==> src/source/vtl_video_pkg.sv <==
/* video timing, border geometry and palette of the Laser 500 video chip
   also the display mode type shared by fetch and register logic */
`default_nettype none

package vtl_video_pkg;

	// horizontal timing, pixel clocks
	localparam int H_FP      = 10;  // front porch
	localparam int H_SW      = 66;  // hsync width
	localparam int H_BP      = 78;  // back porch
	localparam int H_VISIBLE = 798;
	localparam int H_TOTAL   = H_SW + H_BP + H_VISIBLE + H_FP;  // 952

	localparam int LEFT_BORDER  = 72;
	localparam int ACTIVE_WIDTH = 640;

	// vertical timing, lines
	localparam int TOP_BORDER    = 68;
	localparam int ACTIVE_HEIGHT = 192;
	localparam int V_SYNC_LINES  = 2;
	localparam int V_TOTAL       = 312;

	localparam int ACTIVE_START = H_SW + H_BP + LEFT_BORDER;  // first active hcnt

	// row address loaded this many pixels ahead of the active area
	localparam int LOAD_LEAD_TEXT40 = 16;  // char + attribute pair
	localparam int LOAD_LEAD_NARROW = 8;

	localparam int CNT_W      = 10;
	localparam int VRAM_AW    = 14;
	localparam int CHARSET_AW = 13;

	typedef logic [3:0] color_idx_t;

	typedef enum logic [1:0] {MODE_TEXT40, MODE_TEXT80, MODE_GR5} vdc_mode_e;

	// 12-bit rgb, 4 bits per gun
	localparam logic [11:0] PALETTE [16] = '{
		12'h000, 12'h00f, 12'h080, 12'h09f,  // black blue green cyan
		12'h600, 12'h83f, 12'h780, 12'hccc,  // red magenta yellow grey
		12'h667, 12'h88f, 12'h5e3, 12'h8cf,  // dark grey, bright blue/green/cyan
		12'hf59, 12'hf9f, 12'hee6, 12'hfff   // bright red/magenta/yellow, white
	};

endpackage

`default_nettype wire

==> src/source/vtl_bus_pkg.sv <==
/* bus slot numbering, Z80 port numbers and SDRAM page map */
`default_nettype none

package vtl_bus_pkg;

	typedef logic [3:0] page_t;

	// 3-bit slot counter, bit 2 low = video owns the bus
	localparam logic [2:0] SLOT_CPU_START = 3'd3;  // sample MREQ_n here
	localparam logic [2:0] SLOT_CPU_ENA   = 3'd4;
	localparam logic [2:0] SLOT_CPU_END   = 3'd7;  // release wait, latch data

	// z80 io ports
	localparam logic [7:0] PORT_BANK0     = 8'h40;
	localparam logic [7:0] PORT_BANK1     = 8'h41;
	localparam logic [7:0] PORT_BANK2     = 8'h42;
	localparam logic [7:0] PORT_BANK3     = 8'h43;
	localparam logic [7:0] PORT_VDC_CTRL  = 8'h44;  // border, page, text80
	localparam logic [7:0] PORT_VDC_COLOR = 8'h45;  // text fg/bg

	// memory mapped io window inside page 2
	localparam logic [13:0] MAPPED_IO_LO   = 14'h2800;
	localparam logic [13:0] MAPPED_IO_HI   = 14'h2FFF;
	localparam page_t       PAGE_MAPPED_IO = 4'd2;

	localparam page_t PAGE_RAM_LO = 4'd4;  // writable pages
	localparam page_t PAGE_RAM_HI = 4'd7;

	localparam page_t VIDEO_PAGE_HI = 4'd7;  // laser 500/700
	localparam page_t VIDEO_PAGE_LO = 4'd3;  // laser 350

	localparam int SDRAM_AW = 25;

endpackage

`default_nettype wire

==> src/source/vtl_raster_counters.sv <==
/* raster counters for the 952 x 312 frame
   negative syncs plus blanking and border flags */
`timescale 1ns/1ps
`default_nettype none

module vtl_raster_counters import vtl_video_pkg::*; (
	input  logic             F14M,
	input  logic             RESET,
	output logic [CNT_W-1:0] hcnt,      // pixel in line
	output logic [CNT_W-1:0] vcnt,      // line in frame
	output logic [CNT_W-1:0] ycnt,      // line in active area
	output logic             hsync,
	output logic             vsync,
	output logic             in_blank,
	output logic             in_border
);

	logic line_end;

	assign line_end = (hcnt == H_TOTAL - 1);

	always_ff @(posedge F14M) begin
		if (RESET) begin
			hcnt <= '0;
			vcnt <= '0;
			ycnt <= '0;
		end else begin
			if (line_end) begin
				hcnt <= '0;
				if (vcnt == V_TOTAL - 1)
					vcnt <= '0;
				else
					vcnt <= vcnt + 1'b1;
				// restart on last top border line, so first active line is 0
				if (vcnt == TOP_BORDER - 1)
					ycnt <= '0;
				else
					ycnt <= ycnt + 1'b1;
			end else begin
				hcnt <= hcnt + 1'b1;
			end
		end
	end

	assign hsync = !(hcnt < H_SW);          // active low
	assign vsync = !(vcnt < V_SYNC_LINES);

	// porches and sync lines are black
	assign in_blank = (hcnt < H_SW + H_BP) || (hcnt >= H_SW + H_BP + H_VISIBLE)
		|| (vcnt < V_SYNC_LINES);

	// anything outside the 640x192 window
	assign in_border = (vcnt < TOP_BORDER) || (vcnt >= TOP_BORDER + ACTIVE_HEIGHT)
		|| (hcnt < ACTIVE_START) || (hcnt >= ACTIVE_START + ACTIVE_WIDTH);

endmodule

`default_nettype wire

==> src/source/vtl_io_registers.sv <==
/* bank table and video control registers written by the Z80 */
`timescale 1ns/1ps
`default_nettype none

module vtl_io_registers import vtl_video_pkg::*, vtl_bus_pkg::*; (
	input  logic       F14M,
	input  logic       RESET,
	input  logic       IORQ_n,
	input  logic       WR_n,
	input  logic       cpu_io_write,   // mapped io write pulse from arbiter
	input  logic [7:0] A_low,
	input  logic [7:0] DO,
	output page_t      banks [4],
	output vdc_mode_e  mode,
	output color_idx_t border_color,
	output color_idx_t text_fg,
	output color_idx_t text_bg,
	output logic       video_page_hi
);

	logic text80;     // 0x44 bit 0
	logic gr_enable;  // mapped io bit 3

	always_ff @(posedge F14M) begin
		if (RESET) begin
			banks         <= '{default: '0};
			border_color  <= 4'd9;
			text_fg       <= 4'd15;
			text_bg       <= 4'd1;
			video_page_hi <= 1'b1;
			text80        <= 1'b0;
			gr_enable     <= 1'b0;
		end else begin
			if (!IORQ_n && !WR_n) begin  // port write
				case (A_low)
					PORT_BANK0: banks[0] <= DO[3:0];
					PORT_BANK1: banks[1] <= DO[3:0];
					PORT_BANK2: banks[2] <= DO[3:0];
					PORT_BANK3: banks[3] <= DO[3:0];
					PORT_VDC_CTRL: begin
						border_color  <= DO[7:4];
						video_page_hi <= !DO[3];  // bit set selects page 3
						text80        <= DO[0];
					end
					PORT_VDC_COLOR: begin
						text_fg <= DO[7:4];
						text_bg <= DO[3:0];
					end
					default: ;  // printer, floppy etc not present
				endcase
			end
			if (cpu_io_write)
				gr_enable <= DO[3];
		end
	end

	// any graphic enable means gr5, other codes had no hardware left
	always_comb begin
		if (gr_enable)
			mode = MODE_GR5;
		else if (text80)
			mode = MODE_TEXT80;
		else
			mode = MODE_TEXT40;
	end

endmodule

`default_nettype wire

==> src/source/vtl_bus_arbiter.sv <==
/* 8-slot bus sharing between video fetch and Z80
   generates CPU clock/enable, wait states and the SDRAM mux */
`timescale 1ns/1ps
`default_nettype none

module vtl_bus_arbiter import vtl_video_pkg::*, vtl_bus_pkg::*; (
	input  logic                F14M,
	input  logic                RESET,
	input  logic                MREQ_n,
	input  logic                IORQ_n,
	input  logic                RD_n,
	input  logic                WR_n,
	input  logic [15:0]         A,
	input  logic [7:0]          DO,
	input  page_t               banks [4],
	input  logic                video_page_hi,
	input  logic [VRAM_AW-1:0]  video_addr,
	input  logic                video_cs,
	input  logic [7:0]          sdram_dout,
	output logic                CPUCK,
	output logic                CPUENA,
	output logic                WAIT_n,
	output logic [7:0]          DI,
	output logic                cpu_io_write,
	output logic [SDRAM_AW-1:0] sdram_addr,
	output logic [7:0]          sdram_din,
	output logic                sdram_wr,
	output logic                sdram_cs
);

	logic [2:0] slot;
	logic       cv;        // 1 = video half
	logic       cpu_cs;
	page_t      cpu_page;
	page_t      video_page;
	logic       mapped_io;
	logic       bank_is_ram;

	assign cv       = ~slot[2];
	assign CPUCK    = slot[1];  // F14M / 4
	assign CPUENA   = (slot == SLOT_CPU_ENA);
	assign cpu_page = banks[A[15:14]];

	assign mapped_io = (cpu_page == PAGE_MAPPED_IO)
		&& (A[13:0] >= MAPPED_IO_LO) && (A[13:0] <= MAPPED_IO_HI);
	assign bank_is_ram = (cpu_page >= PAGE_RAM_LO) && (cpu_page <= PAGE_RAM_HI);

	always_ff @(posedge F14M) begin
		if (RESET) begin
			slot         <= '0;
			WAIT_n       <= 1'b1;
			cpu_cs       <= 1'b0;
			cpu_io_write <= 1'b0;
		end else begin
			slot         <= slot + 1'b1;
			cpu_io_write <= 1'b0;  // one cycle pulse
			if (slot == SLOT_CPU_START && !MREQ_n) begin
				WAIT_n       <= 1'b0;  // hold cpu for slots 4..7
				cpu_cs       <= 1'b1;
				cpu_io_write <= !WR_n && mapped_io;
			end
			if (slot == SLOT_CPU_END && !WAIT_n) begin
				WAIT_n <= 1'b1;
				cpu_cs <= 1'b0;
			end
		end
	end

	// payload latches
	always_ff @(posedge F14M) begin
		if (slot == SLOT_CPU_START && !MREQ_n && !WR_n)
			sdram_din <= DO;
		if (slot == SLOT_CPU_END && !WAIT_n && !RD_n)
			DI <= sdram_dout;
		else if (!IORQ_n && !RD_n)
			DI <= 8'h00;  // io reads not implemented, as on the original
	end

	assign video_page = video_page_hi ? VIDEO_PAGE_HI : VIDEO_PAGE_LO;

	assign sdram_addr = cv ? {{(SDRAM_AW - 18){1'b0}}, video_page, video_addr}
		: {{(SDRAM_AW - 18){1'b0}}, cpu_page, A[13:0]};
	assign sdram_wr = !cv && !MREQ_n && !WR_n && bank_is_ram;  // rom pages read only
	assign sdram_cs = cpu_cs | video_cs;

endmodule

`default_nettype wire

==> src/source/vtl_pixel_fetch.sv <==
/* video RAM fetch, charset lookup and pixel shifter
   TEXT40, TEXT80 and GR5 with border and blanking */
`timescale 1ns/1ps
`default_nettype none

module vtl_pixel_fetch import vtl_video_pkg::*; (
	input  logic                  F14M,
	input  logic                  RESET,
	input  logic [CNT_W-1:0]      hcnt,
	input  logic [CNT_W-1:0]      ycnt,
	input  logic                  in_blank,
	input  logic                  in_border,
	input  vdc_mode_e             mode,
	input  color_idx_t            border_color,
	input  color_idx_t            text_fg,
	input  color_idx_t            text_bg,
	input  logic [7:0]            sdram_dout,
	input  logic [7:0]            charset_q,
	output logic [VRAM_AW-1:0]    video_addr,
	output logic                  video_cs,
	output logic [CHARSET_AW-1:0] charset_addr,
	output color_idx_t            pixel
);

	logic [CNT_W-1:0]   xcnt;         // x relative to active start
	logic [CNT_W-1:0]   load_column;  // hcnt where row address loads
	logic [VRAM_AW-1:0] row_addr;
	logic [7:0]         ram_data;     // byte latched at phase 3
	logic [7:0]         char_d;       // text40 charset byte waiting for attr
	logic [7:0]         char_sr;      // shifter, lsb first
	logic [7:0]         fgbg;         // text40 attribute
	color_idx_t         fg;
	color_idx_t         bg;

	assign xcnt = hcnt - CNT_W'(ACTIVE_START);

	assign load_column = (mode == MODE_TEXT40) ? CNT_W'(ACTIVE_START - 1 - LOAD_LEAD_TEXT40)
		: CNT_W'(ACTIVE_START - 1 - LOAD_LEAD_NARROW);

	// text page at 0x3800, gr5 lines interleaved by ycnt[2:0]; row * 80 via bits 7:6 twice
	assign row_addr = {(mode == MODE_GR5) ? ycnt[2:0] : 3'b111,
		ycnt[5:3], ycnt[7:6], ycnt[7:6], 4'b0000};

	assign fg = (mode == MODE_TEXT40) ? fgbg[7:4] : text_fg;
	assign bg = (mode == MODE_TEXT40) ? fgbg[3:0] : text_bg;

	// address and strobe
	always_ff @(posedge F14M) begin
		if (RESET) begin
			video_addr <= '0;
			video_cs   <= 1'b0;
		end else begin
			if (xcnt[2:0] == 3'd7) begin
				if (hcnt == load_column)
					video_addr <= row_addr;
				else
					video_addr <= video_addr + 1'b1;
				video_cs <= 1'b1;
			end else if (xcnt[2:0] == 3'd3) begin
				video_cs <= 1'b0;  // ram byte taken
			end
		end
	end

	// data latches
	always_ff @(posedge F14M) begin
		if (xcnt[2:0] == 3'd3) begin
			ram_data     <= sdram_dout;
			charset_addr <= {{(CHARSET_AW - 11){1'b0}}, sdram_dout, ycnt[2:0]};
		end
		if (mode == MODE_TEXT40 && xcnt[3:0] == 4'd7)
			char_d <= charset_q;  // first byte of pair is the char
		if (mode == MODE_TEXT40 && xcnt[3:0] == 4'd15)
			fgbg <= ram_data;     // second byte is the attribute
	end

	// shifter and pixel out
	always_ff @(posedge F14M) begin
		if (RESET) begin
			pixel <= '0;
		end else if (in_blank) begin
			pixel <= '0;
		end else if (in_border) begin
			pixel <= border_color;
		end else if (mode != MODE_TEXT40 || !xcnt[0]) begin
			pixel <= char_sr[0] ? fg : bg;  // text40 holds every pixel twice
		end
	end

	always_ff @(posedge F14M) begin
		if (!in_blank && !in_border && (mode != MODE_TEXT40 || !xcnt[0]))
			char_sr <= char_sr >> 1;
		// reload wins over the last shift
		case (mode)
			MODE_TEXT80: if (xcnt[2:0] == 3'd7) char_sr <= charset_q;
			MODE_GR5:    if (xcnt[2:0] == 3'd7) char_sr <= ram_data;
			default:     if (xcnt[3:0] == 4'd15) char_sr <= char_d;
		endcase
	end

endmodule

`default_nettype wire

==> src/source/vtl_palette.sv <==
/* 16 colour palette, index to 6-bit r, g, b */
`timescale 1ns/1ps
`default_nettype none

module vtl_palette import vtl_video_pkg::*; (
	input  color_idx_t pixel,
	output logic [5:0] r,
	output logic [5:0] g,
	output logic [5:0] b
);

	logic [11:0] rgb;

	assign rgb = PALETTE[pixel];

	// 4-bit guns into the upper bits of the dac
	assign r = {rgb[11:8], 2'b00};
	assign g = {rgb[7:4], 2'b00};
	assign b = {rgb[3:0], 2'b00};

endmodule

`default_nettype wire

==> src/source/vtl_chip.sv <==
/* Laser 500 video and bus chip, top level */
`timescale 1ns/1ps
`default_nettype none

module vtl_chip import vtl_video_pkg::*, vtl_bus_pkg::*; (
	input  logic                  F14M,
	input  logic                  RESET,
	// z80 side
	input  logic                  MREQ_n,
	input  logic                  IORQ_n,
	input  logic                  RD_n,
	input  logic                  WR_n,
	input  logic [15:0]           A,
	input  logic [7:0]            DO,
	output logic [7:0]            DI,
	output logic                  CPUCK,
	output logic                  CPUENA,
	output logic                  WAIT_n,
	// sdram
	output logic [SDRAM_AW-1:0]   sdram_addr,
	input  logic [7:0]            sdram_dout,
	output logic [7:0]            sdram_din,
	output logic                  sdram_wr,
	output logic                  sdram_cs,
	// external charset rom, 1 cycle latency
	output logic [CHARSET_AW-1:0] charset_addr,
	input  logic [7:0]            charset_q,
	// crt
	output logic                  hsync,
	output logic                  vsync,
	output logic [5:0]            r,
	output logic [5:0]            g,
	output logic [5:0]            b
);

	logic [CNT_W-1:0]   hcnt, ycnt;
	logic               in_blank, in_border;
	page_t              banks [4];
	vdc_mode_e          mode;
	color_idx_t         border_color, text_fg, text_bg, pixel;
	logic               video_page_hi, cpu_io_write, video_cs;
	logic [VRAM_AW-1:0] video_addr;

	vtl_raster_counters i_raster (
		.F14M, .RESET, .hcnt, .vcnt(), .ycnt, .hsync, .vsync, .in_blank, .in_border
	);

	vtl_io_registers i_regs (
		.F14M, .RESET, .IORQ_n, .WR_n, .cpu_io_write, .A_low(A[7:0]), .DO,
		.banks, .mode, .border_color, .text_fg, .text_bg, .video_page_hi
	);

	vtl_bus_arbiter i_arbiter (
		.F14M, .RESET, .MREQ_n, .IORQ_n, .RD_n, .WR_n, .A, .DO, .banks,
		.video_page_hi, .video_addr, .video_cs, .sdram_dout,
		.CPUCK, .CPUENA, .WAIT_n, .DI, .cpu_io_write,
		.sdram_addr, .sdram_din, .sdram_wr, .sdram_cs
	);

	vtl_pixel_fetch i_fetch (
		.F14M, .RESET, .hcnt, .ycnt, .in_blank, .in_border, .mode,
		.border_color, .text_fg, .text_bg, .sdram_dout, .charset_q,
		.video_addr, .video_cs, .charset_addr, .pixel
	);

	vtl_palette i_palette (
		.pixel, .r, .g, .b
	);

endmodule

`default_nettype wire

==> config.mk <==
export PLATFORM = sky130hd
export DESIGN_NAME = vtl_chip
export DESIGN_NICKNAME = d
export VERILOG_FILES = /design/src/source/vtl_video_pkg.sv /design/src/source/vtl_bus_pkg.sv /design/src/source/vtl_raster_counters.sv /design/src/source/vtl_io_registers.sv /design/src/source/vtl_bus_arbiter.sv /design/src/source/vtl_pixel_fetch.sv /design/src/source/vtl_palette.sv /design/src/source/vtl_chip.sv
export SDC_FILE = /design/constraint.sdc
export NUM_CORES = 1
export LEC_CHECK = 0
export BUFFER_PORTS_ARGS = -buffer_cell sky130_fd_sc_hd__buf_2
export CAP_MARGIN = 10
export CELL_PAD_IN_SITES_DETAIL_PLACEMENT = 1
export CELL_PAD_IN_SITES_GLOBAL_PLACEMENT = 1
export CORE_UTILIZATION = 43
export DETAILED_ROUTE_END_ITERATION = 7
export HOLD_SLACK_MARGIN = 0.06
export PLACE_DENSITY = 0.86
export SLEW_MARGIN = 20
export SYNTH_ARGS = -nofsm -noshare
export SYNTH_HDL_FRONTEND = slang
export SYNTH_HIERARCHICAL = 1
export SYNTH_SLANG_ARGS = --single-unit
==> constraint.sdc <==
create_clock -name F14M -period 3.9 [get_ports F14M]
set_clock_uncertainty 0.15 [all_clocks]
set_input_delay 0.585 -clock F14M [delete_from_list [all_inputs] [get_ports F14M]]
set_output_delay 0.585 -clock F14M [all_outputs]
set_load 0.03 [all_outputs]
Word level (Yosys, flattened, before mapping). Memory sizes are Yosys's and may differ from the RTL's. Cells that the tools add are included.

Add/subtract/negate cells: 6. Magnitude comparators: 14. Equality and inequality tests: 20. Mux-type cells: 28. Bitwise logic cells: 4. Reductions and logical operators: 49.

Operators by type and width (number): $eq A8 B7 Y1 const B (6); $mux W8 (6); $mux W4 (8); $add A10 B1 Y10 const B (3); $mux W12 (2); $ge A10 B10 Y1 const B (2); $lt A10 B7 Y1 const B (2); $lt A10 B8 Y1 const B (2); $mux W10 (2); $mux W18 (1); $logic_and A1 B1 Y1 (17); $pmux W8 S2 (1); $add A14 B1 Y14 const B (1); $ge A14 B14 Y1 const B (1); $le A14 B14 Y1 const B (1); $mux W14 (1); $reduce_and A2 Y1 (6); $logic_not A1 Y1 (11); $eq A10 B10 Y1 const B (1); $eq A10 B7 Y1 const B (1); $eq A10 B8 Y1 (1); $eq A10 B9 Y1 const B (1); $ge A10 B9 Y1 const B (1); $lt A10 B2 Y1 const B (1); 25 further kinds (42).

Bits in registers: 145. Memory bits (read-only): 192. Bits of input ports: 46. Memories kept: 1.

Memories: (no name shown) (words 16, bits a word 12, read ports 1, clocked after memory_dff 0, write ports 0, line vtl_palette.sv:14) `assign rgb = PALETTE[pixel];`.

Logic depth before layout (Yosys ltp).
Depth in word-level cells: 10. Gate-level depth with buffers: 11.

By module. Netlist, hierarchy kept.

By module, submodules not included: vtl_pixel_fetch (instances 1, cells each 267, area an instance 2672.6 µm², seq. area each 1351.3 µm²); vtl_raster_counters (instances 1, cells each 194, area an instance 1595.3 µm², seq. area each 600.6 µm²); vtl_io_registers (instances 1, cells each 127, area an instance 1341.3 µm², seq. area each 620.6 µm²); vtl_bus_arbiter (instances 1, cells each 90, area an instance 1183.6 µm², seq. area each 600.6 µm²); vtl_palette (instances 1, cells each 44, area an instance 255.2 µm², seq. area each 0.0 µm²).

Worst setup path before layout. No wires, ideal clock.

Path type: register to register. Start point: register i_raster.vcnt[2]. End point: register i_fetch.char_sr[0]. Arrival time: 2.565 ns. Setup slack: 1.052 ns. Stages on the path, launching flop included: 9. Buffers on the path: 0. Period minus slack after synthesis: 2.848 ns. Cells stage by stage: dfxtp_1 -> or4_1 -> or4_1 -> o211ai_1 -> a211oi_4 -> mux2i_1 -> a21oi_1 -> a311oi_1 -> a21oi_1.

Elaborated cells on any way between the ends: 16.

RTL lines: start, declared (line vtl_raster_counters.sv:10) `output logic [CNT_W-1:0] vcnt,`; start signal, assigned (line vtl_raster_counters.sv:33) `vcnt <= vcnt + 1'b1;`; $lt A10 B2 Y1 (*) (line vtl_raster_counters.sv:50) `|| (vcnt < V_SYNC_LINES);`; $logic_or A1 B1 Y1 (*) (line vtl_raster_counters.sv:50); via in_blank (line vtl_chip.sv:37) `logic in_blank, in_border;`; $logic_not A1 Y1 (*) (line vtl_pixel_fetch.sv:91) `if (!in_blank && !in_border && (mode != MODE_TEXT40 || !xcnt[0]))`; $logic_and A1 B1 Y1 (*) (2 in series) (line vtl_pixel_fetch.sv:91); $mux W8 (*) (line vtl_pixel_fetch.sv:91); $mux W8 (on tied branches) (line vtl_pixel_fetch.sv:97, vtl_pixel_fetch.sv:95, vtl_pixel_fetch.sv:96); $pmux W8 S2 (*) (line vtl_pixel_fetch.sv:94) `case (mode)`; end signal, assigned (line vtl_pixel_fetch.sv:92) `char_sr <= char_sr >> 1;`; end signal, assigned (line vtl_pixel_fetch.sv:95) `MODE_TEXT80: if (xcnt[2:0] == 3'd7) char_sr <= charset_q;`; end signal, assigned (line vtl_pixel_fetch.sv:97) `default: if (xcnt[3:0] == 4'd15) char_sr <= char_d;`; end, declared (line vtl_pixel_fetch.sv:30) `logic [7:0] char_sr;`.

Mark *: on every way through the listed nets, which the timed path passes. The rest lies on a longest branch. A chain may end at the register's enable or synchronous reset.

Worst setup path after layout.
Start point: register i_raster.vcnt[2]. End point: register i_fetch.char_sr[0].

Word-level cells in the longest chain between the ends: 10. Elaborated cells on any way between the ends: 16.

Ends and longest elaborated chain: $lt A10 B7 Y1 or $ge A10 B9 Y1 (tied branches) (line vtl_raster_counters.sv:53) `assign in_border = (vcnt < TOP_BORDER) || (vcnt >= TOP_BORDER + ACTIVE_HEIGHT)`; $logic_or A1 B1 Y1 (*) (line vtl_raster_counters.sv:53); $logic_or A1 B1 Y1 (*) (2 in series) (line vtl_raster_counters.sv:54) `|| (hcnt < ACTIVE_START) || (hcnt >= ACTIVE_START + ACTIVE_WIDTH);`; via in_border (line vtl_chip.sv:37); $logic_not A1 Y1 (*) (line vtl_pixel_fetch.sv:91); $logic_and A1 B1 Y1 (*) (2 in series) (line vtl_pixel_fetch.sv:91); $mux W8 (*) (line vtl_pixel_fetch.sv:91); $mux W8 (on tied branches) (line vtl_pixel_fetch.sv:97, vtl_pixel_fetch.sv:95, vtl_pixel_fetch.sv:96); $pmux W8 S2 (*) (line vtl_pixel_fetch.sv:94).

Marked as above.

==> impl_metrics.py <==
metrics = {
    "route": {
        "drt-pass1-iter-count": 4,
        "antenna_left": 0,
        "drt_iter0_drc": 321,
        "vias": 5907,
        "viasPerCell": 5.72,
        "drt_wl_total_mm": 20.0,
        "drcViolationCount": 0,
        "wl_per_cell_um": 19.4,
    },
    "sta": {
        "rsz0062_at_grt": "false",
        "period_needed_ps": 3350,
        "slew_viol_final": 0,
        "setup_viol": 0,
        "setup-tns-final_ps": 0,
        "whs_ps": 198,
        "fin_crit_sh_pct": 86.0,
        "fmax_ghz": 0.298,
        "tightest_slew_ps": 801,
        "finalHoldViolations": 0,
        "max_slew_margin_pct": 46.6,
    },
    "global_route": {
        "antenna_found_initial": 0,
        "grt_pass1_vias": 6031,
        "grt_usage_pct": 24.8,
        "grt_max_degree": 70,
        "grt_overflow": 0,
        "grt_pass1_wl_mm": 31.6,
    },
    "floorplan": {
        "rows": 46,
        "die-area_um2": 16700,
        "core_um2": 15800,
        "start_util_pct": 44.0,
        "die_x_um": 129,
        "ios": 125,
        "die_h_um": 129,
    },
    "critical_path": {
        "path_buf_inv": 0,
        "worstSetupStartpointType": "register",
        "critPathMaxStageDelay_ps": 670,
        "cp_slowest_cell": "a211oi_4",
        "critPathTopFamily": "compound AO/OA/AOI/OAI gates",
        "worstPathArrival_ps": 3490,
        "reg2reg_setup_slack_ps": 550,
        "critical_path.cell_chain": "or4_1 -> o22ai_1 -> nand3b_1 -> a211oi_4 -> mux2i_1 -> a21oi_1 -> a311oi_1 -> a21oi_1",
        "cp_max_fo": 9,
        "cp.required_ps": 4030,
        "critPathCaptureType": "register",
        "crit_type": "register to register",
        "cpMostUsedCell": "a21oi_1",
    },
    "clock_network": {
        "numCtsBuffers": 17,
        "cts.repair.resized": 0,
        "cts_tree": "done",
        "clk_path_buf_depth": 2,
        "cts_sinks": 135,
        "ctsRootBufferMaster": "clkbuf_16",
        "hold_buffers": 0,
        "h-tree-depth": 4,
        "clkLatencyLatePin_ps": 430,
        "cts_post_setup_buffers_inserted": 0,
        "path_clk_slew_ps": 60,
    },
    "power_and_ir_drop": {
        "power.internal_uw": 2710,
        "seqPwrFrac_pct": 43.1,
        "leakagePower_uw": 0.00332,
        "combPwrFrac_pct": 7.5,
        "power.density_nw_per_um2": 431,
        "switching_power_uw": 823,
        "p_sw_share_pct": 23.3,
        "ir_worst_vdd_mv": 0.375,
        "power_frac_clock_pct": 49.4,
    },
    "run_status": {
        "outcome": "complete, no violations",
    },
    "synthesis": {
        "syn-cell-area_um2": 6970,
        "postSynthCellCount": 712,
        "postSynthAreaPerCell_um2": 9.78,
        "yosys_warnings": 6,
    },
    "place": {
        "place.gp.congestion": 0.801,
        "portBuffers": 109,
        "hpwl_mm": 14.3,
        "place_inst": 1001,
    },
    "finish": {
        "final_nets": 862,
        "diodes": 0,
        "syn_to_final_growth_pct": 17.7,
        "stdcell_count": 1033,
        "drive_gt1_share_pct": 23.1,
    },
    "hold_path": {
        "holdCritPathClass": "input port to register",
    },
    "flow_run": {
        "cap_violations": 0,
    },
}
[final timing paths]
kind                            startpoint                            end  cells after the start
max          i_raster/vcnt[2]$_SDFFE_PP0P_     i_fetch/char_sr[0]$_DFF_P_                      8
min reg2reg   i_arbiter/slot[0]$_SDFF_PP0_   i_arbiter/slot[0]$_SDFF_PP0_                      1
max reg2reg  i_raster/vcnt[2]$_SDFFE_PP0P_     i_fetch/char_sr[0]$_DFF_P_                      8
min                          sdram_dout[1]  i_fetch/ram_data[1]$_DFFE_PN_                      1
[power groups by stage]
| stage | registers [uW] | clock network [uW] | logic, uW |
|---|---|---|---|
| finish | 1520 | 1750 | 265 |
| global route | 1530 | 1830 | 283 |
| CTS | 1520 | 1770 | 263 |
| detailed placement | 1550 | 0 | 260 |
| global placement | 1550 | 0 | 247 |
| floorplan | 1550 | 0 | 170 |
[sequential cells by signal (all words and copies together), names as in the netlist, 3 cells and up]
name	count
i_fetch/ram_data	8
i_raster/vcnt	10
i_regs/border_color	4
i_fetch/charset_addr	3
i_arbiter/DI	8
i_fetch/fgbg	8
i_regs/text_fg	4
i_fetch/char_d	8
i_regs/banks	16
i_raster/ycnt	8
i_arbiter/sdram_din	8
i_fetch/video_addr	14
i_arbiter/slot	3
i_fetch/char_sr	8
i_fetch/pixel	4
i_regs/text_bg	4
i_raster/hcnt	10
[stage by stage]
stage	instance area [um^2]	setup slack (ps)	utilization (%)	power (uW)
after global placement	7540	805	47.6	1800
after global routing	8200	356	51.8	3640
after detailed placement	7540	603	47.6	1810
final	8200	545	51.8	3540
after floorplan	7010	1050	-	1720
after CTS	8200	561	51.8	3550
[cell usage in the layout (no fill, tap or decap), types with 15 or more instances in the layout]
master,instances
mux2i_1,42
dfxtp_1,92
edfxtp_1,43
a21oi_1,57
nand2_1,39
mux2_2,15
nor3_1,15
and3_1,15
buf_2,109
o21ai_0,19
nand3_1,26
nor2_1,70
nand2b_1,37
inv_1,17
clkbuf_16,19
conb_1,15
[routing by layer]
metal	GRT usage [%]	vias to the layer above	wire [um]	share of wire [%]
met4	11.1	0	551	2.8
met3	5.00	42	983	4.9
met1	29.4	2936	8420	42
met5	0	-	0	0
met2	43.5	184	10100	50
li1	-	2745	-	-
[final cells by class]
| class | instances | area, um^2 |
|---|---|---|
| clock inverters | 9 | 134 |
| well taps | 216 | 270 |
| fillers | 1829 | 7630 |
| repair buffers | 115 | 591 |
| clock buffers | 23 | 520 |
| multi-input cells | 518 | 3490 |
| inverters | 17 | 63.8 |
| flip-flops and latches | 135 | 3130 |
[worst register-to-register path, stage by stage (launching register included)]
cell and delay (ps):
dfxtp_1 360, or4_1 600, o22ai_1 210, nand3b_1 400
a211oi_4 670, mux2i_1 310, a21oi_1 70, a311oi_1 320
a21oi_1 120
Note: power is estimated with default switching activity, not from simulation.
